$ cat config.mk
export PLATFORM = sky130hd
export DESIGN_NAME = dcache_req_queue
export DESIGN_NICKNAME = d
export VERILOG_FILES = /design/src/hdl/dcache_bus_pkg.sv /design/src/hdl/dcache_ctrl_pkg.sv /design/src/hdl/dcache_req_queue.sv
export SDC_FILE = /design/constraint.sdc
export NUM_CORES = 2
export LEC_CHECK = 0
export ABC_AREA = 1
export BUFFER_PORTS_ARGS = -buffer_cell sky130_fd_sc_hd__buf_2
export CAP_MARGIN = 20
export CELL_PAD_IN_SITES_DETAIL_PLACEMENT = 2
export CELL_PAD_IN_SITES_GLOBAL_PLACEMENT = 2
export CORE_MARGIN = 2
export CORE_UTILIZATION = 35
export DETAILED_ROUTE_END_ITERATION = 16
export GPL_TIMING_DRIVEN = 0
export PLACE_DENSITY_LB_ADDON = 0.1
export SYNTH_ARGS = -nofsm -noshare
export SYNTH_HDL_FRONTEND = slang
export SYNTH_SLANG_ARGS = --single-unit
$ cat constraint.sdc
create_clock -name clk_i -period 14.5 [get_ports clk_i]
set_input_delay 2.175 -clock clk_i [delete_from_list [all_inputs] [get_ports clk_i]]
set_output_delay 2.175 -clock clk_i [all_outputs]
set_load 0.05 [all_outputs]
$ cat src/hdl/dcache_bus_pkg.sv
`default_nettype none

package dcache_bus_pkg;

	// ====================
	// Bus geometry
	// ====================

	// One beat is a quarter of a cache line
	localparam int BEAT_BITS      = 128;
	localparam int BEAT_BYTES     = 16;
	localparam int ADDR_BITS      = 32;
	localparam int BEATS_PER_LINE = 4;

	// Bus commands
	typedef enum logic [1:0] {
		CMD_LOAD      = 2'd0,
		CMD_LINE_LOAD = 2'd1,
		CMD_STORE     = 2'd2
	} bus_cmd_e;

	// Tag travels out with a beat and comes back with its response
	typedef struct packed {
		logic [3:0] tid;
		logic [1:0] beat;
	} bus_tag_t;

	// ====================
	// Request and response
	// ====================

	// Request beat, cyc is a single cycle strobe
	typedef struct packed {
		logic                  cyc;
		logic                  we;
		bus_cmd_e              cmd;
		bus_tag_t              tag;
		logic [ADDR_BITS-1:0]  adr;
		logic [BEAT_BYTES-1:0] sel;
		logic [BEAT_BITS-1:0]  dat;
	} bus_req_t;

	// Response beat, ack pulses once per beat
	typedef struct packed {
		logic                 ack;
		bus_tag_t             tag;
		logic [ADDR_BITS-1:0] adr;
		logic [BEAT_BITS-1:0] dat;
	} bus_resp_t;

endpackage

`default_nettype wire

$ cat src/hdl/dcache_ctrl_pkg.sv
`default_nettype none

package dcache_ctrl_pkg;

	// Bytes in one cache line
	localparam int LINE_BYTES = 64;

	// Cache attribute carried by each CPU request
	typedef enum logic [1:0] {
		ATTR_ALLOC    = 2'd0,
		ATTR_NO_ALLOC = 2'd1,
		ATTR_NC       = 2'd2
	} cache_attr_e;

	// ====================
	// Line views
	// ====================

	// Bytes for store merging, beats for fill and issue
	typedef union packed {
		logic [LINE_BYTES-1:0][7:0] bytes;
		logic [dcache_bus_pkg::BEATS_PER_LINE-1:0][dcache_bus_pkg::BEAT_BITS-1:0] beats;
	} line_u;

	// CPU request, one line wide
	typedef struct packed {
		logic                                vld;
		logic [3:0]                          tid;
		logic                                we;
		cache_attr_e                         attr;
		logic [dcache_bus_pkg::ADDR_BITS-1:0] adr;
		logic [LINE_BYTES-1:0]               sel;
		line_u                               dat;
	} cpu_req_t;

	// CPU response, ack is a one cycle pulse
	typedef struct packed {
		logic       ack;
		logic [3:0] tid;
		line_u      dat;
	} cpu_resp_t;

	// ====================
	// Decoded operation
	// ====================

	typedef enum logic [2:0] {
		HIT_READ      = 3'd0,
		HIT_WRITE     = 3'd1,
		MISS_FILL     = 3'd2,
		UNCACHED_READ = 3'd3,
		STORE         = 3'd4
	} op_kind_e;

	// Operation held by decode until result finishes it
	typedef struct packed {
		logic                                      vld;
		op_kind_e                                  kind;
		logic [3:0]                                tid;
		logic [dcache_bus_pkg::ADDR_BITS-1:0]      adr;
		logic [LINE_BYTES-1:0]                     sel;
		line_u                                     dat;
		logic [dcache_bus_pkg::BEATS_PER_LINE-1:0] beat_mask;
	} line_op_t;

	// Cache write port, load marks a line fill
	typedef struct packed {
		logic                                wr;
		logic                                load;
		logic [dcache_bus_pkg::ADDR_BITS-1:0] adr;
		line_u                               dat;
	} cache_wr_t;

endpackage

`default_nettype wire

$ cat src/hdl/dcache_req_queue.sv
`timescale 1ns/1ps
`default_nettype none

module dcache_req_queue #(
	parameter int QUEUE_SLOTS = 4
) (
	input  logic                      clk_i,
	input  logic                      rst_i,
	input  dcache_ctrl_pkg::cpu_req_t cpu_req_i,
	input  logic                      op_free_i,
	output dcache_ctrl_pkg::cpu_req_t take_req_o
);
	import dcache_ctrl_pkg::*;

	localparam int IDX_BITS = $clog2(QUEUE_SLOTS);

	// Slot storage and its valid bits
	cpu_req_t               slot_q [QUEUE_SLOTS];
	logic [QUEUE_SLOTS-1:0] slot_vld_q;
	logic [IDX_BITS-1:0]    wr_idx;
	logic [IDX_BITS-1:0]    pick;
	logic                   take;

	// Slot comes from the low tid bits
	assign wr_idx = cpu_req_i.tid[IDX_BITS-1:0];

	// ====================
	// Slot select
	// ====================

	// Highest valid slot wins
	always_comb begin
		pick = '0;
		for (int i = 0; i < QUEUE_SLOTS; i++) begin
			if (slot_vld_q[i])
				pick = IDX_BITS'(i);
		end
	end

	// Hand over only while decode is empty
	assign take = (|slot_vld_q) && op_free_i;

	always_comb begin
		take_req_o     = slot_q[pick];
		take_req_o.vld = take;
	end

	// ====================
	// Slot update
	// ====================

	always_ff @(posedge clk_i) begin
		if (rst_i) begin
			slot_vld_q <= '0;
		end else begin
			if (take)
				slot_vld_q[pick] <= 1'b0;
			// A new request into the same slot survives the take
			if (cpu_req_i.vld)
				slot_vld_q[wr_idx] <= 1'b1;
		end
	end

	// Same index simply overwrites
	always_ff @(posedge clk_i) begin
		if (cpu_req_i.vld)
			slot_q[wr_idx] <= cpu_req_i;
	end

	// Take only into a free decode, which then holds the operation
	a_take_free: assert property (@(posedge clk_i) disable iff (rst_i)
		take_req_o.vld |-> op_free_i ##1 !op_free_i);

endmodule

`default_nettype wire

---- Word-level counts from Yosys, hierarchy flattened ----
Memories as Yosys holds them, arrays and structs flattened.
Cells that the tools add are included.
storage, ports and cells
  output and inout bits ................... 616
  memories ................................ 1
  bits in writable memories ............... 2464
  flip-flop bits (word level) ............. 4
  input bits .............................. 619
memories
  name    words  width  read ports  clocked after Yosys merged registers in  wr ports  RTL line                RTL
  slot_q  4      616    1           0                                        1         dcache_req_queue.sv:18  cpu_req_t slot_q [QUEUE_SLOTS];
operators by class
  order comparisons ....................... 4
  multiplexer cells ....................... 12
  reductions and logical operators ........ 4
  bitwise logic cells ..................... 3
operators by type and width
  operator              number
  $mux W4               3
  $lt A2 B3 Y1 const B  2
  $mux W1               5
  $and A4 B4 Y4         1
  $demux W1 S2          2
  $ge A2 B1 Y1 const B  2
  $mux W2               2
  $not A4 Y4            1
  $or A4 B4 Y4          1
  $reduce_or A4 Y1      1
  $logic_and A1 B1 Y1   3

---- Logic depth before layout (Yosys ltp) ----
  word-level depth ........................ 13
  depth in mapped cells ................... 9

---- Least setup slack after synthesis ----
No wires, ideal clock.
  path kind ............................... input to register
  from .................................... in cpu_req_i[611] (netlist name)
  to ...................................... mem slot_q[0][0] (netlist name), enable pin
  buffers on the path ..................... 0
  arrival time ............................ 14190 ps
  library setup time ...................... 961 ps
  cell stages on the path ................. 3
  setup slack ............................. -651 ps
  cell sequence ........................... inv_1 > nand3_1 > inv_1
RTL lines
  item             RTL line                RTL
  start, declared  dcache_req_queue.sv:9   input dcache_ctrl_pkg::cpu_req_t cpu_req_i,
  end, declared    dcache_req_queue.sv:18
No word-level cell before the write port.

==> impl_metrics.json <==
{
  "grt_max_degree": 102,
  "finalPower_mw": 17.42,
  "hold_buffers": 0,
  "path_cells": "buf_2, inv_2, buf_4, buf_2, buf_2, nand3_1, nand2_1, inv_1, nand2_1, buf_2",
  "cpMostUsedCell": "buf_2",
  "max-slew-margin-rel_pct": 44.26,
  "cts_inserted_buffers": 286,
  "die_x_um": 530.8,
  "initialDrtViolationCount": 4055,
  "required_ps": 12320,
  "mostFrequentLayoutCells": "2460 x edfxtp_1, 1587 x buf_2, 1235 x nand3_1",
  "arrival_ps": 3830,
  "p_int_mw": 12.58,
  "dp_hpwl_um": 258600,
  "finalWorstSetupSlack_ps": 8491,
  "p_switching_mw": 4.838,
  "combPwrFrac_pct": 13.1,
  "grt_pass1_vias": 73670,
  "min_path_type": "reg2reg",
  "synth_top_area_share_pct": 76.05,
  "post-cts-setup-buffers": 0,
  "synth-compound-area-share_pct": 3.209,
  "clock_latency_ps": 890,
  "finalSetupTns_ps": 0,
  "ir_drop_v": 0.00009128,
  "yosys-top-cells-area": "edfxtp_1 76%, nand3_1 6.4%, nand2_1 4.8%",
  "r2r_slack_ps": 12380,
  "hold_viol_final": 0,
  "p_leak_nw": 47.17,
  "synth_area_um2": 97130,
  "cts_max_level": 5,
  "gp_congestion": 0.7993,
  "start_util_pct": 35.16,
  "layout_commonest_cell": "edfxtp_1",
  "synth.distinct_cells": 16,
  "setup_viol": 0,
  "worstSetupPathType": "reg2out",
  "synthSimpleGateAreaFrac_pct": 15.90,
  "wl_um": 371200,
  "synth_xor_area_share_pct": 0,
  "cp_max_fo": 10,
  "slew_violations": 0,
  "cts_sinks": 2464,
  "ys_warn_count": 0,
  "synth-seq-cells": 2464,
  "chipHeight_um": 530.8,
  "postCtsResizedCells": 0,
  "placementRows": 193,
  "seqPwrFrac_pct": 47.7,
  "muxShareOfSynthArea_pct": 0,
  "die_area_um2": 281700,
  "maxCapViolations": 0,
  "postSynthAreaPerCell_um2": 12.31,
  "power.density_nw_per_um2": 147.5,
  "core_um2": 276300,
  "routedWlPerCell_um": 27.48,
  "num_vias": 68590,
  "finalNonFillerCells": 13510,
  "critical_path.endpoint_type": "output pin",
  "drt_pass1_iterations": 6,
  "syn-instance-count": 7890,
  "min_period_ps": 6009,
  "io_buffers": 1234,
  "fmax_mhz": 166.4,
  "switching_share_pct": 27.77,
  "antenna_found_initial": 283,
  "area_delta_synth_final_pct": 21.63,
  "synth_seq_area_share_pct": 76.14,
  "drt-vias-per-instance": 5.078,
  "clock_path_buffers": 4,
  "syn-num-nets": 8509,
  "cts_root_buf": "clkbuf_16",
  "worst_slew_pin_slew_ps": 836.1,
  "cts_tree": "done",
  "drive_above_1_share_pct": 20.89,
  "synth_top_family_by_area": "simple AND/OR/NAND/NOR gates",
  "grt_setup_unrepaired": "no",
  "yosys.area_share.adder_pct": 0,
  "crit_slowest_cell": "buf_2",
  "path_clk_slew_ps": 60,
  "grt.total_usage_pct": 25.67,
  "dp.cells": 12890,
  "ioPinCount": 1235,
  "outcome": "complete, no violations",
  "postRouteAntennaNets": 0,
  "grt_pass1_wl_um": 522400,
  "synth_top_cell_by_area": "edfxtp_1",
  "clock_skew_ps": 7.161,
  "p_clk_share_pct": 39.2,
  "pre_cts_ws_ps": 9073,
  "finalCritPeriodShare_pct": 41.44,
  "layout.nets": 10090,
  "drc": 0,
  "cp-start-kind": "flip-flop",
  "cpPeakStageDelay_ps": 550,
  "grt-ovfl-total": 0
}
## power groups by stage
stage	Sequential (mW)	Clock, mW	Combinational (mW)
after floorplan	8.54	0	1.37
after global placement	8.65	0	2.21
after detailed placement	8.46	0	2.30
after CTS	8.31	6.99	2.31
after global routing	8.34	7.23	2.43
final	8.31	6.83	2.28
## cell type report
class	instances	area, µm²
fillers	28340	158100
diodes	121	302.8
clock buffers	375	7746
repair buffers	1292	7435
well taps	3705	4636
clock inverters	125	870.8
multi-input cells	4323	18560
plain buffers	479	2281
inverters	624	2365
flip-flops and latches	2464	73950
## synthesized netlist by cell type (all sizes together)
cell,count
a21oi,5
buf,397
clkbuf,82
dfxtp,4
edfxtp,2460
inv,624
nand2,1234
nand3,1235
nor2,1232
o21ai,617
## stage by stage
step	hold slack, ps	instance area [µm²]	utilization, %
6_report	480.7	118100	42.77
5_1_grt	497.5	118000	42.71
4_1_cts	483.0	117800	42.66
3_5_place_dp	474.4	109200	39.54
3_3_place_gp	455.3	108000	39.08
2_1_floorplan	433.5	97140	-
## path summary, 6_finish.rpt
kind / start / end / cells past startpoint
setup / recovery: slot_vld_q[1]$_SDFF_PP0_ / take_req_o[360] / 10
hold / removal: slot_vld_q[0]$_SDFF_PP0_ / slot_vld_q[0]$_SDFF_PP0_ / 2
setup reg to reg: slot_vld_q[3]$_SDFF_PP0_ / slot_vld_q[1]$_SDFF_PP0_ / 7
hold reg to reg: slot_vld_q[0]$_SDFF_PP0_ / slot_vld_q[0]$_SDFF_PP0_ / 2
## logic make-up after synthesis
logic type	Yosys count
AND/OR/NAND/NOR	3701
flip-flops	2464
buffers and inverters	1103
AO/OA/AOI/OAI	622
## sequential cells by signal, summed over array words and instances (netlist names)
name	count
slot_q	2460
slot_vld_q	4
## critical path, delay by kind of cell (launching register included)
kind | cells | cell delay [ps]
buffers and inverters | 7 | 2200
flip-flops | 1 | 300
AND/OR/NAND/NOR | 3 | 410
## layer usage
layer  share of wire [%]  vias to the layer above  global-route usage [%]
li1                    -                    30640                       -
met1                  38                    35000                   30.00
met2                  48                     1948                   42.48
met3                 8.4                      850                   8.306
met4                 5.2                      158                   12.56
met5                0.27                        -                       0
Power figures use the tool's default switching activity.
