### src/hdl/dcache_bus_pkg.sv
`default_nettype none

package dcache_bus_pkg;

	// ====================
	// Bus geometry
	// ====================

	// One beat is a quarter of a cache line
	localparam int BEAT_BITS      = 128;
	localparam int BEAT_BYTES     = 16;
	localparam int ADDR_BITS      = 32;
	localparam int BEATS_PER_LINE = 4;

	// Bus commands
	typedef enum logic [1:0] {
		CMD_LOAD      = 2'd0,
		CMD_LINE_LOAD = 2'd1,
		CMD_STORE     = 2'd2
	} bus_cmd_e;

	// Tag travels out with a beat and comes back with its response
	typedef struct packed {
		logic [3:0] tid;
		logic [1:0] beat;
	} bus_tag_t;

	// ====================
	// Request and response
	// ====================

	// Request beat, cyc is a single cycle strobe
	typedef struct packed {
		logic                  cyc;
		logic                  we;
		bus_cmd_e              cmd;
		bus_tag_t              tag;
		logic [ADDR_BITS-1:0]  adr;
		logic [BEAT_BYTES-1:0] sel;
		logic [BEAT_BITS-1:0]  dat;
	} bus_req_t;

	// Response beat, ack pulses once per beat
	typedef struct packed {
		logic                 ack;
		bus_tag_t             tag;
		logic [ADDR_BITS-1:0] adr;
		logic [BEAT_BITS-1:0] dat;
	} bus_resp_t;

endpackage

`default_nettype wire

### src/hdl/dcache_ctrl_pkg.sv
`default_nettype none

package dcache_ctrl_pkg;

	// Bytes in one cache line
	localparam int LINE_BYTES = 64;

	// Cache attribute carried by each CPU request
	typedef enum logic [1:0] {
		ATTR_ALLOC    = 2'd0,
		ATTR_NO_ALLOC = 2'd1,
		ATTR_NC       = 2'd2
	} cache_attr_e;

	// ====================
	// Line views
	// ====================

	// Bytes for store merging, beats for fill and issue
	typedef union packed {
		logic [LINE_BYTES-1:0][7:0] bytes;
		logic [dcache_bus_pkg::BEATS_PER_LINE-1:0][dcache_bus_pkg::BEAT_BITS-1:0] beats;
	} line_u;

	// CPU request, one line wide
	typedef struct packed {
		logic                                vld;
		logic [3:0]                          tid;
		logic                                we;
		cache_attr_e                         attr;
		logic [dcache_bus_pkg::ADDR_BITS-1:0] adr;
		logic [LINE_BYTES-1:0]               sel;
		line_u                               dat;
	} cpu_req_t;

	// CPU response, ack is a one cycle pulse
	typedef struct packed {
		logic       ack;
		logic [3:0] tid;
		line_u      dat;
	} cpu_resp_t;

	// ====================
	// Decoded operation
	// ====================

	typedef enum logic [2:0] {
		HIT_READ      = 3'd0,
		HIT_WRITE     = 3'd1,
		MISS_FILL     = 3'd2,
		UNCACHED_READ = 3'd3,
		STORE         = 3'd4
	} op_kind_e;

	// Operation held by decode until result finishes it
	typedef struct packed {
		logic                                      vld;
		op_kind_e                                  kind;
		logic [3:0]                                tid;
		logic [dcache_bus_pkg::ADDR_BITS-1:0]      adr;
		logic [LINE_BYTES-1:0]                     sel;
		line_u                                     dat;
		logic [dcache_bus_pkg::BEATS_PER_LINE-1:0] beat_mask;
	} line_op_t;

	// Cache write port, load marks a line fill
	typedef struct packed {
		logic                                wr;
		logic                                load;
		logic [dcache_bus_pkg::ADDR_BITS-1:0] adr;
		line_u                               dat;
	} cache_wr_t;

endpackage

`default_nettype wire

### src/hdl/dcache_decode.sv
`timescale 1ns/1ps
`default_nettype none

module dcache_decode (
	input  logic                                 clk_i,
	input  logic                                 rst_i,
	input  dcache_ctrl_pkg::cpu_req_t            take_req_i,
	input  logic                                 dce_i,
	input  logic                                 hit_i,
	input  logic                                 op_done_i,
	output logic                                 op_free_o,
	output logic [dcache_bus_pkg::ADDR_BITS-1:0] lookup_adr_o,
	output dcache_ctrl_pkg::line_op_t            cur_op_o
);
	import dcache_bus_pkg::*;
	import dcache_ctrl_pkg::*;

	logic                      non_cacheable;
	op_kind_e                  kind;
	logic [BEATS_PER_LINE-1:0] slice_mask;
	logic [BEATS_PER_LINE-1:0] beat_mask;
	logic                      op_vld_q;
	line_op_t                  op_q;

	// ====================
	// Classify
	// ====================

	// Cache off or a non-cacheable page bypasses the tags
	always_comb begin
		non_cacheable = !dce_i || (take_req_i.attr == ATTR_NC);
		if (non_cacheable)
			kind = take_req_i.we ? STORE : UNCACHED_READ;
		else if (hit_i)
			kind = take_req_i.we ? HIT_WRITE : HIT_READ;
		else if (take_req_i.we)
			kind = STORE;
		else if (take_req_i.attr == ATTR_ALLOC)
			kind = MISS_FILL;
		else
			kind = UNCACHED_READ;
	end

	// Beat needed where its select slice has any byte
	always_comb begin
		for (int b = 0; b < BEATS_PER_LINE; b++)
			slice_mask[b] = |take_req_i.sel[b*BEAT_BYTES +: BEAT_BYTES];
		case (kind)
			MISS_FILL: beat_mask = '1;
			HIT_READ:  beat_mask = '0;
			default:   beat_mask = slice_mask;
		endcase
	end

	// Tag lookup follows the incoming request, then the held one
	assign lookup_adr_o = take_req_i.vld ? take_req_i.adr : op_q.adr;

	// ====================
	// Operation register
	// ====================

	always_ff @(posedge clk_i) begin
		if (rst_i)
			op_vld_q <= 1'b0;
		else if (take_req_i.vld)
			op_vld_q <= 1'b1;
		else if (op_done_i)
			op_vld_q <= 1'b0;
	end

	// hit_i only counts in the take cycle
	always_ff @(posedge clk_i) begin
		if (take_req_i.vld) begin
			op_q.vld       <= 1'b1;
			op_q.kind      <= kind;
			op_q.tid       <= take_req_i.tid;
			op_q.adr       <= take_req_i.adr;
			op_q.sel       <= take_req_i.sel;
			op_q.dat       <= take_req_i.dat;
			op_q.beat_mask <= beat_mask;
		end
	end

	always_comb begin
		cur_op_o     = op_q;
		cur_op_o.vld = op_vld_q;
	end

	assign op_free_o = !op_vld_q;

endmodule

`default_nettype wire

### config.mk
export PLATFORM = sky130hd
export DESIGN_NAME = dcache_decode
export DESIGN_NICKNAME = d
export VERILOG_FILES = /design/src/hdl/dcache_bus_pkg.sv /design/src/hdl/dcache_ctrl_pkg.sv /design/src/hdl/dcache_decode.sv
export SDC_FILE = /design/constraint.sdc
export NUM_CORES = 1
export LEC_CHECK = 0
export BUFFER_PORTS_ARGS = -buffer_cell sky130_fd_sc_hd__buf_4
export CORE_AREA = 4 4 495 497
export CTS_CLUSTER_SIZE = 12
export DETAILED_ROUTE_END_ITERATION = 10
export DIE_AREA = 0 0 499 501
export PLACE_DENSITY_LB_ADDON = 0.1
export REMOVE_ABC_BUFFERS = 1
export SLEW_MARGIN = 25
export SYNTH_ARGS = -nofsm -noshare
export SYNTH_HDL_FRONTEND = slang
export SYNTH_SLANG_ARGS = --single-unit
### constraint.sdc
create_clock -name clk_i -period 1.7 [get_ports clk_i]
set_input_delay 0.34 -clock clk_i [delete_from_list [all_inputs] [get_ports clk_i]]
set_output_delay 0.34 -clock clk_i [all_outputs]
set_load 0.03 [all_outputs]
Yosys cells after proc, flatten, opt, wreduce, memory -nomap -nowiden
Index checks and enable logic that the tools add are counted.
W data, S select, Z words.
- register bits after elaboration: 620
- input port bits: 621
- output and inout port bits: 653
- word-level logic and storage cells: 29
- equal/unequal tests: 2
- multiplexer cells: 10
- reduce and logical (&&, ||, !) cells: 10
- operator list (kind ; count):
    $reduce_or A16 Y1 ; 4
    $mux W32 ; 1
    $mux W3 ; 4
    $pmux W4 S2 ; 1
    $mux W1 ; 4
    $eq A3 B2 Y1 const B ; 1
    $logic_not A3 Y1 ; 1
    $eq A2 B2 Y1 const B ; 1
    $logic_not A1 Y1 ; 2
    $logic_not A2 Y1 ; 1
    $reduce_bool A2 Y1 ; 1
    $logic_or A1 B1 Y1 ; 1

Depth between registers and ports, before layout
- word-level depth: 7
- mapped depth: 4
- gate-level depth less buffers: 3

Worst setup path after synthesis
OpenSTA, ideal clock, no wires.
- path kind: input port to output port
- start point: in take_req_i[615] (netlist name)
- end point: out lookup_adr_o[10] (netlist name)
- arrival: 0.950 ns
- setup slack: 0.410 ns
- stages on the path: 3
- buffers on the path: 2
- cells stage by stage: buf_6 buf_12 mux2_4
- cells in the longest elaborated chain, start to end: 1
- RTL lines (element ; line ; source):
    from (decl) ; dcache_decode.sv:7 ; input dcache_ctrl_pkg::cpu_req_t take_req_i,
    $mux W32 ; dcache_decode.sv:56 ; assign lookup_adr_o = take_req_i.vld ? take_req_i.adr : op_q.adr;
    to (decl) ; dcache_decode.sv:12 ; output logic [dcache_bus_pkg::ADDR_BITS-1:0] lookup_adr_o,
No other way between the ends.

Final worst setup path
- start point: reg op_q (netlist bit cur_op_o[609])
- end point: out lookup_adr_o[29] (netlist name)
- cells in the longest elaborated chain, start to end: 1
- RTL lines (element ; line ; source):
    from (decl) ; dcache_decode.sv:23 ; line_op_t op_q;
    $mux W32 ; dcache_decode.sv:56 ;
No other way between the ends.

==> results.toml <==
[route]
drcViolationCount = 0
vias = 16000
drt_iter0_drc = 624
ant_nets = 0
wl_um = 140000
routedWlPerCell_um = 23.2
viasPerCell = 2.65
drt-pass1-iter-count = 4

[placement]
io_buffer_count = 1273
dp_slack_ps = -91.6
dp_hpwl_um = 119000
gp_congestion = 0.838

[cts]
worstSkewPairLatency_ps = 680
cts_buffers = 89
cts_tree = "yes"
cts_buffer_depth = 3
path_clk_slew_ps = 50
cts_sinks = 620
cts_root_buf = "clkbuf_16"
htree_levels = 3

[run_status]
violations = "setup timing"
status = "finished with violations"

[timing]
setup_violations = 91
fin_ws_ps = -211
timing.slew.headroom_pct = 55.5
period_share_pct = 112
min_period_ps = 1910
finalHoldViolations = 0
tightest_slew_ps = 667
fin_hold_ws_ps = 151
drv_slew = 0
final.setup.tns_ps = -8170
max_freq_mhz = 523
rsz0062_at_grt = "true"
skew_ps = 0

[power_and_ir_drop]
switching_share_pct = 28.5
power.share.clock_pct = 40.5
p_sw_mw = 13.5
seqPwrFrac_pct = 40.2
finalPower_mw = 47.2
p_leak_nw = 17.6
p_per_area_nw_per_um2 = 1050
comb_power_share_pct = 19.4
p_int_mw = 33.7
ir_drop_mv = 0.661

[synthesis]
ys_types = 18
yosys_warnings = 0
synth_top_cell_area_share_pct = 95.9
ys_seq_elements = 620
syn_avg_cell_area_um2 = 27.9
syn-cell-area_um2 = 19400
syn_inst = 695
synth_area_leaders = "edfxtp_1 (96%), mux2_4 (2.2%), nor4_1 (0.52%)"
ys_seq_area_share_pct = 96.0
netlist.top_cell.by_area = "edfxtp_1"

[grt]
antenna_found_initial = 95
grt_first_pass_wirelength_um = 180000
grt_usage_pct = 10.8
grt_overflow_total = 0
grt_max_degree = 50
grt_pass1_vias = 18100

[setup_path]
crit_path_start_kind = "flop"
critPathMaxFanout = 2
worstSetupStartpoint = "cur_op_o[609]"
r2r-start = "op_vld_q"
regToRegSetupSlack_ps = 550
crit_path_end = "lookup_adr_o[29]"
worstSetupEndpointType = "primary output"
cp_top_family = "flip-flops"
worst_r2r_path_depth = 3
arrival_ps = 1570
cp.required_ps = 1360
critical_path_depth = 2
cpPeakStageDelay_ps = 450
crit_buf_inv = 1
r2r-end = "op_vld_q"
worstPathCellList = "mux2_4 -> buf_6"
crit_type = "reg2out"
cp_slowest_cell = "edfxtp_1"

[cells_and_area]
seqCellArea_um2 = 18600
fin_util_pct = 18.6
n_fill_cell = 26100
mostFrequentLayoutCell = "buf_4"
final_cell_mix = "buf_4 (836), edfxtp_1 (619), dlygate4sd3_1 (615)"
num-nets-final = 3374
multi_input_area_um2 = 704
areaGrowthSynthToFinish_pct = 131
drive_gt1_share_pct = 54.0

[floorplanning]
core-area_um2 = 240000
start_util_pct = 8.07
row_count = 180
die_h_um = 501
dieArea_um2 = 250000
io_pins = 1274
fp.dieW_um = 499

[hold_path]
hp-class = "in2reg"

[job]
maxCapViolCount = 0
-- sequential cells by signal, summed over array words and instances, names as in the netlist --
signal,cells
cur_op_o,619
op_vld_q,1
-- stage by stage --
stage	instances	instance area, um2
after CTS	6012	44700
after global placement	5199	33400
after floorplan	690	19300
after global routing	6036	44800
final	6045	44800
after detailed placement	5199	33400
-- logic make-up after synthesis --
kind of cell / Yosys count / share of synthesized area, %
muxes: 32 / 2.42
buffers and inverters: 9 / 0.484
and+or+nand+nor: 27 / 0.826
DFF: 620 / 96.0
AOI/OAI and AO/OA: 7 / 0.297
-- tightest hold or removal path, cell delays in order --
cell and delay (ps):
buf_4 130, and3_1 160, nor2_1 80
-- what timing repair did --
item | in CTS | in global routing
gates resized for setup | 500 | 26
setup buffers | 30 | 22
hold endpoints to repair | 620 | 0
pin swaps | 0 | 0
setup endpoints to repair | 478 | 252
hold buffers | 615 | 0
-- power by group through the flow --
stage | Sequential [mW] | Clock, mW | Combinational [mW]
floorplan | 21.3 | 0 | 0.291
global placement | 19.2 | 0 | 7.37
detailed placement | 19.1 | 0 | 7.34
CTS | 19.0 | 20.1 | 9.40
global route | 19.1 | 20.7 | 9.56
finish | 19.0 | 19.1 | 9.13
-- cell usage after synthesis (all sizes together) --
library cell	instances
mux2	32
inv	4
edfxtp	619
nor2	3
o21a	1
dfxtp	1
a21oi	1
nor3	1
nand4	4
nor4	16
nand2b	1
and3	2
buf	5
a21o	4
o2111ai	1
-- layout make-up --
type                            instances  share of cell area (%)
Timing Repair Buffer                 1972                    41.1
Antenna cell                           30                   0.168
Multi-Input combinational cell         66                    1.57
Tap cell                             3185                    8.90
Clock inverter                         67                    1.55
Inverter                                4                  0.0335
Sequential cell                       620                    41.5
Clock buffer                          101                    5.12
-- per-layer routing --
| layer | GRT usage, % | vias to the layer above | wire length (um) |
|---|---|---|---|
| li1 | - | 7060 | - |
| met1 | 12.8 | 7771 | 57100 |
| met2 | 17.7 | 915 | 65400 |
| met3 | 4.97 | 206 | 14800 |
| met4 | 2.38 | 82 | 2540 |
| met5 | 0 | - | 536 |
-- how the worst min path moves through the flow --
stage | startpoint | endpoint | slack (ps) | depth (start not counted)
detailed placement | rst_i | op_vld_q | 510 | 2
CTS | hit_i | cur_op_o[617] | 10 | 3
global route | dce_i | cur_op_o[617] | 90 | 3
finish | hit_i | cur_op_o[617] | 150 | 3
floorplan | rst_i | op_vld_q | 410 | 1
global placement | rst_i | op_vld_q | 500 | 2
Note: power is estimated with default switching activity, not from simulation.
