===== config.mk =====
export PLATFORM = sky130hd
export DESIGN_NAME = dcache_execute
export DESIGN_NICKNAME = d
export VERILOG_FILES = /design/src/hdl/dcache_bus_pkg.sv /design/src/hdl/dcache_ctrl_pkg.sv /design/src/hdl/dcache_execute.sv
export SDC_FILE = /design/constraint.sdc
export NUM_CORES = 1
export LEC_CHECK = 0
export BUFFER_PORTS_ARGS = -buffer_cell sky130_fd_sc_hd__buf_2
export CAP_MARGIN = 20
export CORE_AREA = 2 2 376 378
export CTS_CLUSTER_SIZE = 16
export DETAILED_ROUTE_END_ITERATION = 10
export DIE_AREA = 0 0 378 380
export GPL_ROUTABILITY_DRIVEN = 0
export HOLD_SLACK_MARGIN = 0.15
export PLACE_DENSITY = 0.3
export SLEW_MARGIN = 15
export SYNTH_ARGS = -nofsm -noshare
export SYNTH_HDL_FRONTEND = slang
export SYNTH_SLANG_ARGS = --single-unit
export TNS_END_PERCENT = 10

===== constraint.sdc =====
create_clock -name clk_i -period 7.3 [get_ports clk_i]
set_input_delay 1.46 -clock clk_i [delete_from_list [all_inputs] [get_ports clk_i]]
set_output_delay 1.46 -clock clk_i [all_outputs]
set_load 0.01 [all_outputs]

===== src/hdl/dcache_bus_pkg.sv =====
`default_nettype none

package dcache_bus_pkg;

	// ====================
	// Bus geometry
	// ====================

	// One beat is a quarter of a cache line
	localparam int BEAT_BITS      = 128;
	localparam int BEAT_BYTES     = 16;
	localparam int ADDR_BITS      = 32;
	localparam int BEATS_PER_LINE = 4;

	// Bus commands
	typedef enum logic [1:0] {
		CMD_LOAD      = 2'd0,
		CMD_LINE_LOAD = 2'd1,
		CMD_STORE     = 2'd2
	} bus_cmd_e;

	// Tag travels out with a beat and comes back with its response
	typedef struct packed {
		logic [3:0] tid;
		logic [1:0] beat;
	} bus_tag_t;

	// ====================
	// Request and response
	// ====================

	// Request beat, cyc is a single cycle strobe
	typedef struct packed {
		logic                  cyc;
		logic                  we;
		bus_cmd_e              cmd;
		bus_tag_t              tag;
		logic [ADDR_BITS-1:0]  adr;
		logic [BEAT_BYTES-1:0] sel;
		logic [BEAT_BITS-1:0]  dat;
	} bus_req_t;

	// Response beat, ack pulses once per beat
	typedef struct packed {
		logic                 ack;
		bus_tag_t             tag;
		logic [ADDR_BITS-1:0] adr;
		logic [BEAT_BITS-1:0] dat;
	} bus_resp_t;

endpackage

`default_nettype wire


===== src/hdl/dcache_ctrl_pkg.sv =====
`default_nettype none

package dcache_ctrl_pkg;

	// Bytes in one cache line
	localparam int LINE_BYTES = 64;

	// Cache attribute carried by each CPU request
	typedef enum logic [1:0] {
		ATTR_ALLOC    = 2'd0,
		ATTR_NO_ALLOC = 2'd1,
		ATTR_NC       = 2'd2
	} cache_attr_e;

	// ====================
	// Line views
	// ====================

	// Bytes for store merging, beats for fill and issue
	typedef union packed {
		logic [LINE_BYTES-1:0][7:0] bytes;
		logic [dcache_bus_pkg::BEATS_PER_LINE-1:0][dcache_bus_pkg::BEAT_BITS-1:0] beats;
	} line_u;

	// CPU request, one line wide
	typedef struct packed {
		logic                                vld;
		logic [3:0]                          tid;
		logic                                we;
		cache_attr_e                         attr;
		logic [dcache_bus_pkg::ADDR_BITS-1:0] adr;
		logic [LINE_BYTES-1:0]               sel;
		line_u                               dat;
	} cpu_req_t;

	// CPU response, ack is a one cycle pulse
	typedef struct packed {
		logic       ack;
		logic [3:0] tid;
		line_u      dat;
	} cpu_resp_t;

	// ====================
	// Decoded operation
	// ====================

	typedef enum logic [2:0] {
		HIT_READ      = 3'd0,
		HIT_WRITE     = 3'd1,
		MISS_FILL     = 3'd2,
		UNCACHED_READ = 3'd3,
		STORE         = 3'd4
	} op_kind_e;

	// Operation held by decode until result finishes it
	typedef struct packed {
		logic                                      vld;
		op_kind_e                                  kind;
		logic [3:0]                                tid;
		logic [dcache_bus_pkg::ADDR_BITS-1:0]      adr;
		logic [LINE_BYTES-1:0]                     sel;
		line_u                                     dat;
		logic [dcache_bus_pkg::BEATS_PER_LINE-1:0] beat_mask;
	} line_op_t;

	// Cache write port, load marks a line fill
	typedef struct packed {
		logic                                wr;
		logic                                load;
		logic [dcache_bus_pkg::ADDR_BITS-1:0] adr;
		line_u                               dat;
	} cache_wr_t;

endpackage

`default_nettype wire


===== src/hdl/dcache_execute.sv =====
`timescale 1ns/1ps
`default_nettype none

module dcache_execute (
	input  logic                                      clk_i,
	input  logic                                      rst_i,
	input  dcache_ctrl_pkg::line_op_t                 cur_op_i,
	input  logic                                      op_done_i,
	input  logic                                      bus_full_i,
	input  dcache_bus_pkg::bus_resp_t                 bus_resp_i,
	output dcache_bus_pkg::bus_req_t                  bus_req_o,
	output logic [dcache_bus_pkg::BEATS_PER_LINE-1:0] beat_done_o
);
	import dcache_bus_pkg::*;
	import dcache_ctrl_pkg::*;

	logic                      is_write;
	logic [BEATS_PER_LINE-1:0] issued_q;
	logic [BEATS_PER_LINE-1:0] done_q;
	logic                      pick_vld;
	logic [1:0]                pick;
	logic                      issue;
	logic [BEATS_PER_LINE-1:0] issue_done;
	logic [BEATS_PER_LINE-1:0] resp_done;
	logic                      cyc_q;
	bus_req_t                  beat_q;

	assign is_write = (cur_op_i.kind == HIT_WRITE) || (cur_op_i.kind == STORE);

	// ====================
	// Beat issue
	// ====================

	// Lowest masked beat not yet sent
	always_comb begin
		pick_vld = 1'b0;
		pick     = '0;
		for (int i = BEATS_PER_LINE - 1; i >= 0; i--) begin
			if (cur_op_i.beat_mask[i] && !issued_q[i]) begin
				pick_vld = 1'b1;
				pick     = 2'(i);
			end
		end
	end

	// Full only holds the beat back, it stays pending
	assign issue = cur_op_i.vld && pick_vld && !bus_full_i;

	always_ff @(posedge clk_i) begin
		if (rst_i) begin
			cyc_q    <= 1'b0;
			issued_q <= '0;
		end else begin
			cyc_q <= issue;
			if (op_done_i)
				issued_q <= '0;
			else if (issue)
				issued_q[pick] <= 1'b1;
		end
	end

	// Beat payload, beat number lands in adr[5:4]
	always_ff @(posedge clk_i) begin
		if (issue) begin
			beat_q.cyc      <= 1'b1;
			beat_q.we       <= is_write;
			beat_q.cmd      <= is_write ? CMD_STORE :
				(cur_op_i.kind == MISS_FILL) ? CMD_LINE_LOAD : CMD_LOAD;
			beat_q.tag.tid  <= cur_op_i.tid;
			beat_q.tag.beat <= pick;
			beat_q.adr      <= {cur_op_i.adr[ADDR_BITS-1:6], pick, 4'h0};
			beat_q.sel      <= cur_op_i.sel[pick*BEAT_BYTES +: BEAT_BYTES];
			beat_q.dat      <= cur_op_i.dat.beats[pick];
		end
	end

	always_comb begin
		bus_req_o     = beat_q;
		bus_req_o.cyc = cyc_q;
	end

	// ====================
	// Beat completion
	// ====================

	// Stores finish on issue, reads on their own response
	always_comb begin
		issue_done = '0;
		resp_done  = '0;
		if (issue && is_write)
			issue_done[pick] = 1'b1;
		if (!is_write && bus_resp_i.ack && bus_resp_i.tag.tid == cur_op_i.tid)
			resp_done[bus_resp_i.tag.beat] = 1'b1;
	end

	always_ff @(posedge clk_i) begin
		if (rst_i)
			done_q <= '0;
		else if (op_done_i)
			done_q <= '0;
		else if (cur_op_i.vld)
			// Unmasked beats count as done right away
			done_q <= done_q | ~cur_op_i.beat_mask | issue_done | resp_done;
	end

	assign beat_done_o = done_q;

	// No bus strobe right after a full cycle, and the held beat stays pending
	a_full_hold: assert property (@(posedge clk_i) disable iff (rst_i)
		(bus_full_i && cur_op_i.vld && pick_vld) |=>
			(!bus_req_o.cyc && cur_op_i.vld && pick_vld));

endmodule

`default_nettype wire


# After elaboration in Yosys (flattened, before gate mapping)
# Index checks and enable logic that the tools add are counted.
# word_totals
regBits	190
# classes
shift	1
reduce_logical	19
muxes	17
n_eq_ne	4
bitwise	5
n_lt_le_gt_ge	4
# op_table
op	count
binary-select mux 128 bit (select 2 bit)	1
2-to-1 mux 128 bit	1
variable part select 64 x 7 -> 16 bit	1
OR 4 bit	4
logical AND 1 bit	11
2-to-1 mux 2 bit	4
2-to-1 mux 4 bit	2
2-to-1 mux 1 bit	7
zero test 1 bit	6
< comparator 2 x 3 -> 1 bit, second input constant	2
demux 1 bit (select 2 bit)	2
equality test 4 bit	1
>= comparator 2 x 1 -> 1 bit, second input constant	2
NOT 4 bit	1
equality test 3 x 1 -> 1 bit, second input constant	1
equality test 3 x 2 -> 1 bit, second input constant	1
equality test 3 bit, second input constant	1
OR reduction 2 bit	1
logical OR 1 bit	1

# Longest topological paths before layout
# Gate-level depths: netlist of the first run.
# depth
ltp_word	13
depth_mapped	7

# Worst setup path after synthesis of the first run
# OpenSTA, ideal clock, no wires.
# synth_timing
path_kind	input-to-reg
startpoint	in bus_full_i
endpoint	reg beat_q, in the netlist bus_req_o[0], enable pin
path_slack_ns	0.978
path_stages	2
arrival_ns	5.766
required_time_ns	6.745
cell_sequence	and2b_1 o21a_1
# synth_via
elab_chain_cells	2
# synth_rtl
item	line_no	text
start: declaration	dcache_execute.sv:9	input logic bus_full_i,
zero test 1 bit	dcache_execute.sv:47	assign issue = cur_op_i.vld && pick_vld && !bus_full_i;
logical AND 1 bit	dcache_execute.sv:47	
net issue	dcache_execute.sv:22	logic issue;
end: declaration	dcache_execute.sv:26	bus_req_t beat_q;
# The timed path passes the listed nets, and every way through them passes these cells.
# A chain may end at the register's enable or synchronous reset.

# Worst setup path in the final report of the first run
# layout_timing
startpoint	in cur_op_i[0] in the netlist's numbering
endpoint	reg beat_q, in the netlist bus_req_o[98], data pin
# layout_via
elab_chain_cells	4
# layout_rtl
item	line_no	text
start: declaration	dcache_execute.sv:7	input dcache_ctrl_pkg::line_op_t cur_op_i,
logical AND 1 bit	dcache_execute.sv:39	if (cur_op_i.beat_mask[i] && !issued_q[i]) begin
2-to-1 mux 2 bit	dcache_execute.sv:39	
binary-select mux 128 bit (select 2 bit)	dcache_execute.sv:73	beat_q.dat <= cur_op_i.dat.beats[pick];
2-to-1 mux 128 bit (not written as such)	dcache_execute.sv:73	
# Every way passes these cells. The select of a mux whose other input is x is not followed.

==> key figures, run 1 <==
CTS
  • Post-CTS Resized: 0
  • CTS buffer count: 17
  • CTS tree: yes
  • CTS Root Cell: clkbuf_16
  • Clk Latency, worst-skew pair: 0.52 ns
  • CTS Buffer Depth: 2
  • Clock Sinks: about 190
  • H-tree depth: 4
  • Clock-pin slew on the worst setup and hold paths: roughly 0.090 ns
  • Post-CTS Repair Setup Buffers: 0
  • Hold buffer count at cts: 0

Synthesis
  • Mean Syn Cell Area: about 13 µm²
  • Yosys warnings: 0
  • Cell area after synthesis: 9560 µm²
  • Yosys reg bits: around 190
  • Ys async rst share: 0%
  • Synth Instances: approximately 750
  • Count of different cell masters after synthesis: 37
  • Sequential-to-total area share from yosys stat: around 58%
  • Post-synth EDFFs: 179
  • Most used flip-flop cell after synthesis: edfxtp_1

Routing
  • DRC Markers: 0
  • DR vias/cell: between 2 and 3
  • Via Count: 9966
  • First DRT Iteration DRCs: roughly 600
  • Routed WL: just under 70000 µm
  • Final antenna-violating net count: 0
  • First-pass detailed-route iteration total: 5
  • Wire length per cell: just over 20 µm

STA
  • Worst-margin pin slew: about 0.95 ns
  • Fin Setup TNS: 0 ns
  • Unrepaired setup endpoints after global routing: false
  • Hold Vio Cnt, Final: 0
  • Slew Limit Headroom: a little over a third
  • Hold Slack: approximately 0.54 ns
  • Final Max Slew Viols: 0
  • Clk_skew: 0.0103 ns
  • Fmax: around 0.29 GHz
  • Crit path time final: approximately 3.4 ns
  • Period utilization: a little under half
  • Finish-stage setup viols: 0

Global route
  • Largest net degree at the start of global routing: between 100 and 150
  • First-pass GRT wire length: 88600 µm
  • Antenna violations before repair: 62
  • Vias in the first global route: between 10000 and 15000
  • GRT Util Overall: under 10%
  • Global route total overflow: 0

Floorplanning
  • Row cnt: around 140
  • DIE HEIGHT: roughly 380 µm
  • Die W: roughly 380 µm
  • IO Pins: about 980
  • Die outline area: 144000 µm²
  • Starting density of the core: between 6 and 7%
  • CORE AREA: 139000 µm²

Setup path
  • Crit path to: bus_req_o[98]
  • Worst R2R Setup Slack: about 4.6 ns
  • FF-to-FF path depth: 5
  • R2r endpoint: bus_req_o[67]
  • Startpoint types: primary input
  • CP Max Fanout: 39
  • Reg-to-reg startpoint: issued_q[3]
  • Crit end category: flip-flop
  • Arr. time, crit path: 3.71 ns
  • CP Class: primary input to flip-flop
  • Worst setup path start: cur_op_i[0]
  • Worst path required time: ~7.6 ns

Layout
  • Final Util: a little under an eighth
  • Commonest non-fill, non-tap cell in the layout: buf_2
  • Most frequent cells in the layout: buf_2, edfxtp_1, mux2i_1, a22oi_1, o21ai_0
  • Share of layout cells above drive strength 1: 56.1%
  • Final net count: 2310
  • P&R area growth vs syn: 71.0%

Min path
  • Min-Delay Path Class: flip-flop to flip-flop
  • Hold Path Depth: 2

Power
  • P_leak: about 0.0063 µW
  • Cell Pwr Density: about 170 nW/µm²
  • Worst VDD drop: 143 µV

Outcome
  • Outcome: complete, no violations

Placed design
  • Port Buffers: approximately 800
  • DP Wirelength: around 57000 µm

Run
  • Max Cap Viol: 0
==> worst max-delay path, cell delays in order <==
cell and delay [ns]:
buf_2 0.13, nor2b_2 0.21, nor2_4 0.51, buf_4 0.45, buf_4 0.52, a22oi_1 0.12, o21ai_1 0.21
==> where the power goes <==
part	total (µW)	leakage [µW]	switching, µW	internal [µW]
Combinational	589	0.00430	338	251
Sequential	1280	0.00176	17.3	1260
Clock	965	0.000258	524	441
==> synth_stat cells (2+ instances only) <==
cell	instances	area share [%]
o41ai_1	2	0.18
buf_2	9	0.47
nand2b_1	3	0.20
dfxtp_1	9	1.9
buf_6	6	0.71
o21ai_1	59	3.1
nor2_1	4	0.16
edfxtp_1	179	56
o221a_2	2	0.24
xnor2_1	5	0.46
nor4_1	2	0.13
nor2b_2	2	0.18
nor3_1	4	0.21
a22oi_1	144	11
o21ai_0	87	4.6
a21oi_1	6	0.31
buf_4	18	1.4
mux2i_1	144	15
nor2b_1	3	0.20
nand3_1	2	0.10
clkbuf_1	33	1.3
inv_1	4	0.16
or4_1	2	0.16
buf_1	4	0.16
==> metrics by stage <==
stage	worst slack, ns	area [µm²]	cells	total power, µW
floorplan	0.978	9570	749	1540
global placement	3.21	15800	3376	1920
detailed placement	3.29	15800	3376	1910
CTS	3.88	16300	3407	2940
global route	3.76	16300	3415	3010
finish	3.89	16400	3418	2840
==> cell type report <==
class | instances | area, µm²
antenna | 11 | 27.5
clock buffer | 17 | 425
clock inverter | 14 | 113
fill | 16200 | 123000
inverter | 4 | 15.0
multi-input combinational | 487 | 3650
sequential | 188 | 5560
tap | 1876 | 2350
timing repair buffer | 821 | 4220
==> cells by family after synthesis <==
group	share of synthesized area [%]
multiplexers	15.1
flip-flops	58.1
AO/OA/AOI/OAI	20.2
XOR/XNOR	0.458
AND/OR/NAND/NOR	1.88
buffers and inverters	4.20
other	0.0392
==> sequential cells by signal, summed over array words and instances, names as in the netlist <==
signal	count
bus_req_o	179
beat_done_o	4
issued_q	4
cyc_q	1
==> worst min-delay path by stage <==
stage / from / end / slack, ns
6_report: beat_done_o[0] / beat_done_o[0] / 0.54
5_1_grt: issued_q[3] / issued_q[3] / 0.59
4_1_cts: issued_q[1] / issued_q[1] / 0.55
3_5_place_dp: issued_q[1] / issued_q[1] / 0.53
3_3_place_gp: beat_done_o[0] / beat_done_o[0] / 0.52
2_1_floorplan: issued_q[2] / issued_q[2] / 0.49
==> routing by layer <==
| metal | vias to the layer above | global-route usage [%] | share of wire (%) |
|---|---|---|---|
| met5 | - | 0.573 | 0.36 |
| met4 | 22 | 2.81 | 1.7 |
| met3 | 80 | 4.53 | 12 |
| met2 | 624 | 14.5 | 45 |
| met1 | 4685 | 11.2 | 42 |
| li1 | 4555 | - | - |
(Power assumes the default switching activity.)
==> run 2, diff against run 1 <==
ABC_AREA = 1   (was not set)
CORE_AREA = 2 2 386 388   (was 2 2 376 378)
DIE_AREA = 0 0 388 390   (was 0 0 378 380)
clock period = 3.3 ns   (was 7.3 ns; I/O delays follow)
==> key figures, run 2 <==
Layout
  • P&R area growth vs syn: 75.7%
  • Fin cells: 3842 (+12%)
  • Commonest non-fill, non-tap cell in the layout: buf_2
  • Design Area, Final: 16700 µm² (+2.1%)
  • Final net count: 2680 (+16%)
  • FILL cells: 17300 (+6.8%)
  • Max FFs per register: 179 (unchanged)
  • Share of layout cells above drive strength 1: 47.5% (-8.6 points)
  • Most frequent cells in the layout: buf_2, nand2_1, edfxtp_1, nand4_1, buf_4

Power
  • Cell Pwr Density: 395 nW/µm² (+130%)
  • Worst VDD drop: 237 µV (+66%)
  • P_leak: 0.00702 µW (+11%)

Min path
  • Hold Path Depth: 1 (-1)
  • Min-Delay Path Class: primary input to flip-flop

Floorplanning
  • Die W: 388 µm (+2.6%)
  • CORE AREA: 147000 µm² (+5.7%)
  • DIE HEIGHT: 390 µm (+2.6%)
  • IO Pins: 981 (unchanged)
  • Die outline area: 151000 µm² (+5.3%)
  • Starting density of the core: 6.46% (-0.41 points)
  • Row cnt: 141 (+2.9%)

Synthesis
  • Adder-cell area share of the yosys netlist: 0% (unchanged)
  • Top cell type's share of synthesized area: 56.5% (+0.33 points)
  • Count leader, synth: nand2_1
  • Simple-Gate Fraction of Synth Area: 35.9% (+34 points)
  • Xor/xnor cell area share of the yosys netlist: 0% (-0.46 points)
  • Cell area after synthesis: 9510 µm² (-0.59%)
  • Count of different cell masters after synthesis: 27 (-27%)
  • Post-synth EDFFs: 179 (unchanged)
  • Sequential-to-total area share from yosys stat: 58.4% (+0.34 points)
  • Main combinational cell family by area after synthesis: simple AND/OR/NAND/NOR gates
  • Synth top area cells: edfxtp_1, nand2_1, nand4_1
  • Synth area leader: edfxtp_1
  • Mux cell area share after synthesis: 0% (-15 points)
  • Ys async rst share: 0% (unchanged)
  • Mean Syn Cell Area: 8.79 µm² (-31%)
  • Post-synth top cells: nand2_1, edfxtp_1, nand4_1, buf_2, nor2_1
  • Area fraction in compound gates after synthesis: 0.645% (-20 points)
  • Yosys reg bits: 188 (unchanged)
  • Synth Instances: 1081 (+45%)
  • Most used flip-flop cell after synthesis: edfxtp_1
  • Yosys warnings: 0 (unchanged)

Outcome
  • Outcome: complete, no violations

Routing
  • First-pass detailed-route iteration total: 5 (unchanged)
  • DR vias/cell: 2.99 (+2.6%)
  • Routed WL: 85100 µm (+23%)
  • Via Count: 11500 (+15%)
  • Wire length per cell: 22.1 µm (+9.2%)
  • Final antenna-violating net count: 0 (unchanged)
  • First DRT Iteration DRCs: 655 (+8.6%)
  • DRC Markers: 0 (unchanged)

Placed design
  • DP Wirelength: 72900 µm (+29%)
  • Port Buffers: 810 (unchanged)
  • Post-Place Cell Area: 16100 µm² (+2.0%)
  • DP Cell Count: 3800 (+13%)
  • Setup WS pre-CTS: 0.514 ns (-2.78 ns)

CTS
  • Clock Sinks: 188 (unchanged)
  • CTS Root Cell: clkbuf_16
  • CTS tree: yes
  • CTS buffer count: 17 (unchanged)
  • Hold buffer count at cts: 0 (unchanged)
  • Post-CTS Resized: 0 (unchanged)
  • Clock-pin slew on the worst setup and hold paths: 0.09 ns (about the same)
  • CTS Buffer Depth: 2 (unchanged)
  • Post-CTS Repair Setup Buffers: 0 (unchanged)
  • H-tree depth: 4 (unchanged)
  • Clk Latency, worst-skew pair: 0.53 ns (about the same)

STA
  • Crit path time final: about 2.3 ns
  • Worst-margin pin slew: 0.659 ns (-0.294 ns)
  • Fmax: 0.441 GHz
  • Fin Setup TNS: 0 ns (unchanged)
  • Period utilization: between 60% and 70%
  • Slew Limit Headroom: 55.9% (+19 points)
  • Unrepaired setup endpoints after global routing: false
  • Finish-stage setup viols: 0 (unchanged)
  • Hold Vio Cnt, Final: 0 (unchanged)
  • Final Max Slew Viols: 0 (unchanged)
  • Final worst setup slack: 1.03 ns (-2.86 ns)
  • Clk_skew: 0.0108 ns (+0.000513 ns)

Setup path
  • CP peak stage delay: 0.41 ns (-0.11 ns)
  • Arr. time, crit path: 2.64 ns (-1.07 ns)
  • Worst path required time: 3.68 ns (-3.93 ns)
  • CP Max Fanout: 34 (-13%)
  • FF-to-FF path depth: 10 (+5)
  • CP Class: flip-flop to flip-flop
  • Crit end category: flip-flop
  • Startpoint types: flip-flop
  • Crit-path cells: inv_2, nand2_2, nand2_1, nand2_2, nand2_4, nand2_2, inv_6, buf_4, nand2_1, nand4_1
  • Crit-path slowest cell: inv_6
  • Most Frequent Cell on Critical Path: nand2_2

Global route
  • Vias in the first global route: 11500 (+15%)
  • First-pass GRT wire length: 108000 µm (+22%)
  • GRT Util Overall: 10.9% (+1.6 points)
  • Antenna violations before repair: 89 (+44%)
  • Largest net degree at the start of global routing: 61 (-58%)
  • Global route total overflow: 0 (unchanged)

Run
  • Max Cap Viol: 0 (unchanged)
run 2: changes by cell type after synthesis, moves of 21 or more:
cell,previous run,this run
buf_2,9,30
clkbuf_1,33,12
nand4_1,0,144
o21ai_0,87,4
mux2i_1,144,0
nand2_1,0,599
a22oi_1,144,0
o21ai_1,59,0
run 2: cell type report:
type / instances / area (µm²) / share of cell area (%)
antenna: 10 / 25.0 / 0.150
multi-input combinational: 805 / 3500 / 21.0
sequential: 188 / 5560 / 33.3
clock buffer: 19 / 443 / 2.65
clock inverter: 13 / 130 / 0.779
inverter: 23 / 109 / 0.652
timing repair buffer: 854 / 4520 / 27.1
tap: 1930 / 2410 / 14.5
run 2: final timing paths:
check | start | to | slack, ns
max | issued_q[2] | bus_req_o[89] | 1.03
max reg2reg | issued_q[2] | bus_req_o[89] | 1.03
min | cur_op_i[593] | bus_req_o[157] | 0.30
min reg2reg | issued_q[2] | issued_q[2] | 0.48
run 2: through the flow:
stage | power (µW) | hold slack (ns) | util [%]
finish | 6590 | 0.301 | 11.4
floorplan | 3440 | 0.439 | -
global placement | 4430 | 0.464 | 10.9
CTS | 6830 | 0.224 | 11.3
detailed placement | 4430 | 0.465 | 10.9
global route | 6990 | 0.241 | 11.3
run 2: power by group:
group          internal, µW  switching [µW]  leakage [µW]
clock                  1020            1250      0.000276
combinational           566             883       0.00498
sequential             2810            52.0       0.00176
run 2: kinds of logic (layout without fill, tap and decap cells):
family                 count (synthesis)  after routing
AND/OR/NAND/NOR                      791            791
buffers and inverters                 91            909
AO/OA/AOI/OAI                         10             10
flip-flops                           188            188
other                                  1             14
run 2: layer usage:
| layer | GRT usage, % | routed length (µm) | share of wire, % |
|---|---|---|---|
| met3 | 4.35 | 8270 | 9.7 |
| met1 | 12.7 | 33700 | 40 |
| met5 | 0 | 133 | 0.16 |
| met4 | 2.86 | 2100 | 2.5 |
| met2 | 18.4 | 40800 | 48 |
run 2: critical path: cells and delay by family (launching register included):
kind,cells,cell delay (ns)
and+or+nand+nor,7,0.88
buffers and inverters,3,0.83
DFF,1,0.31
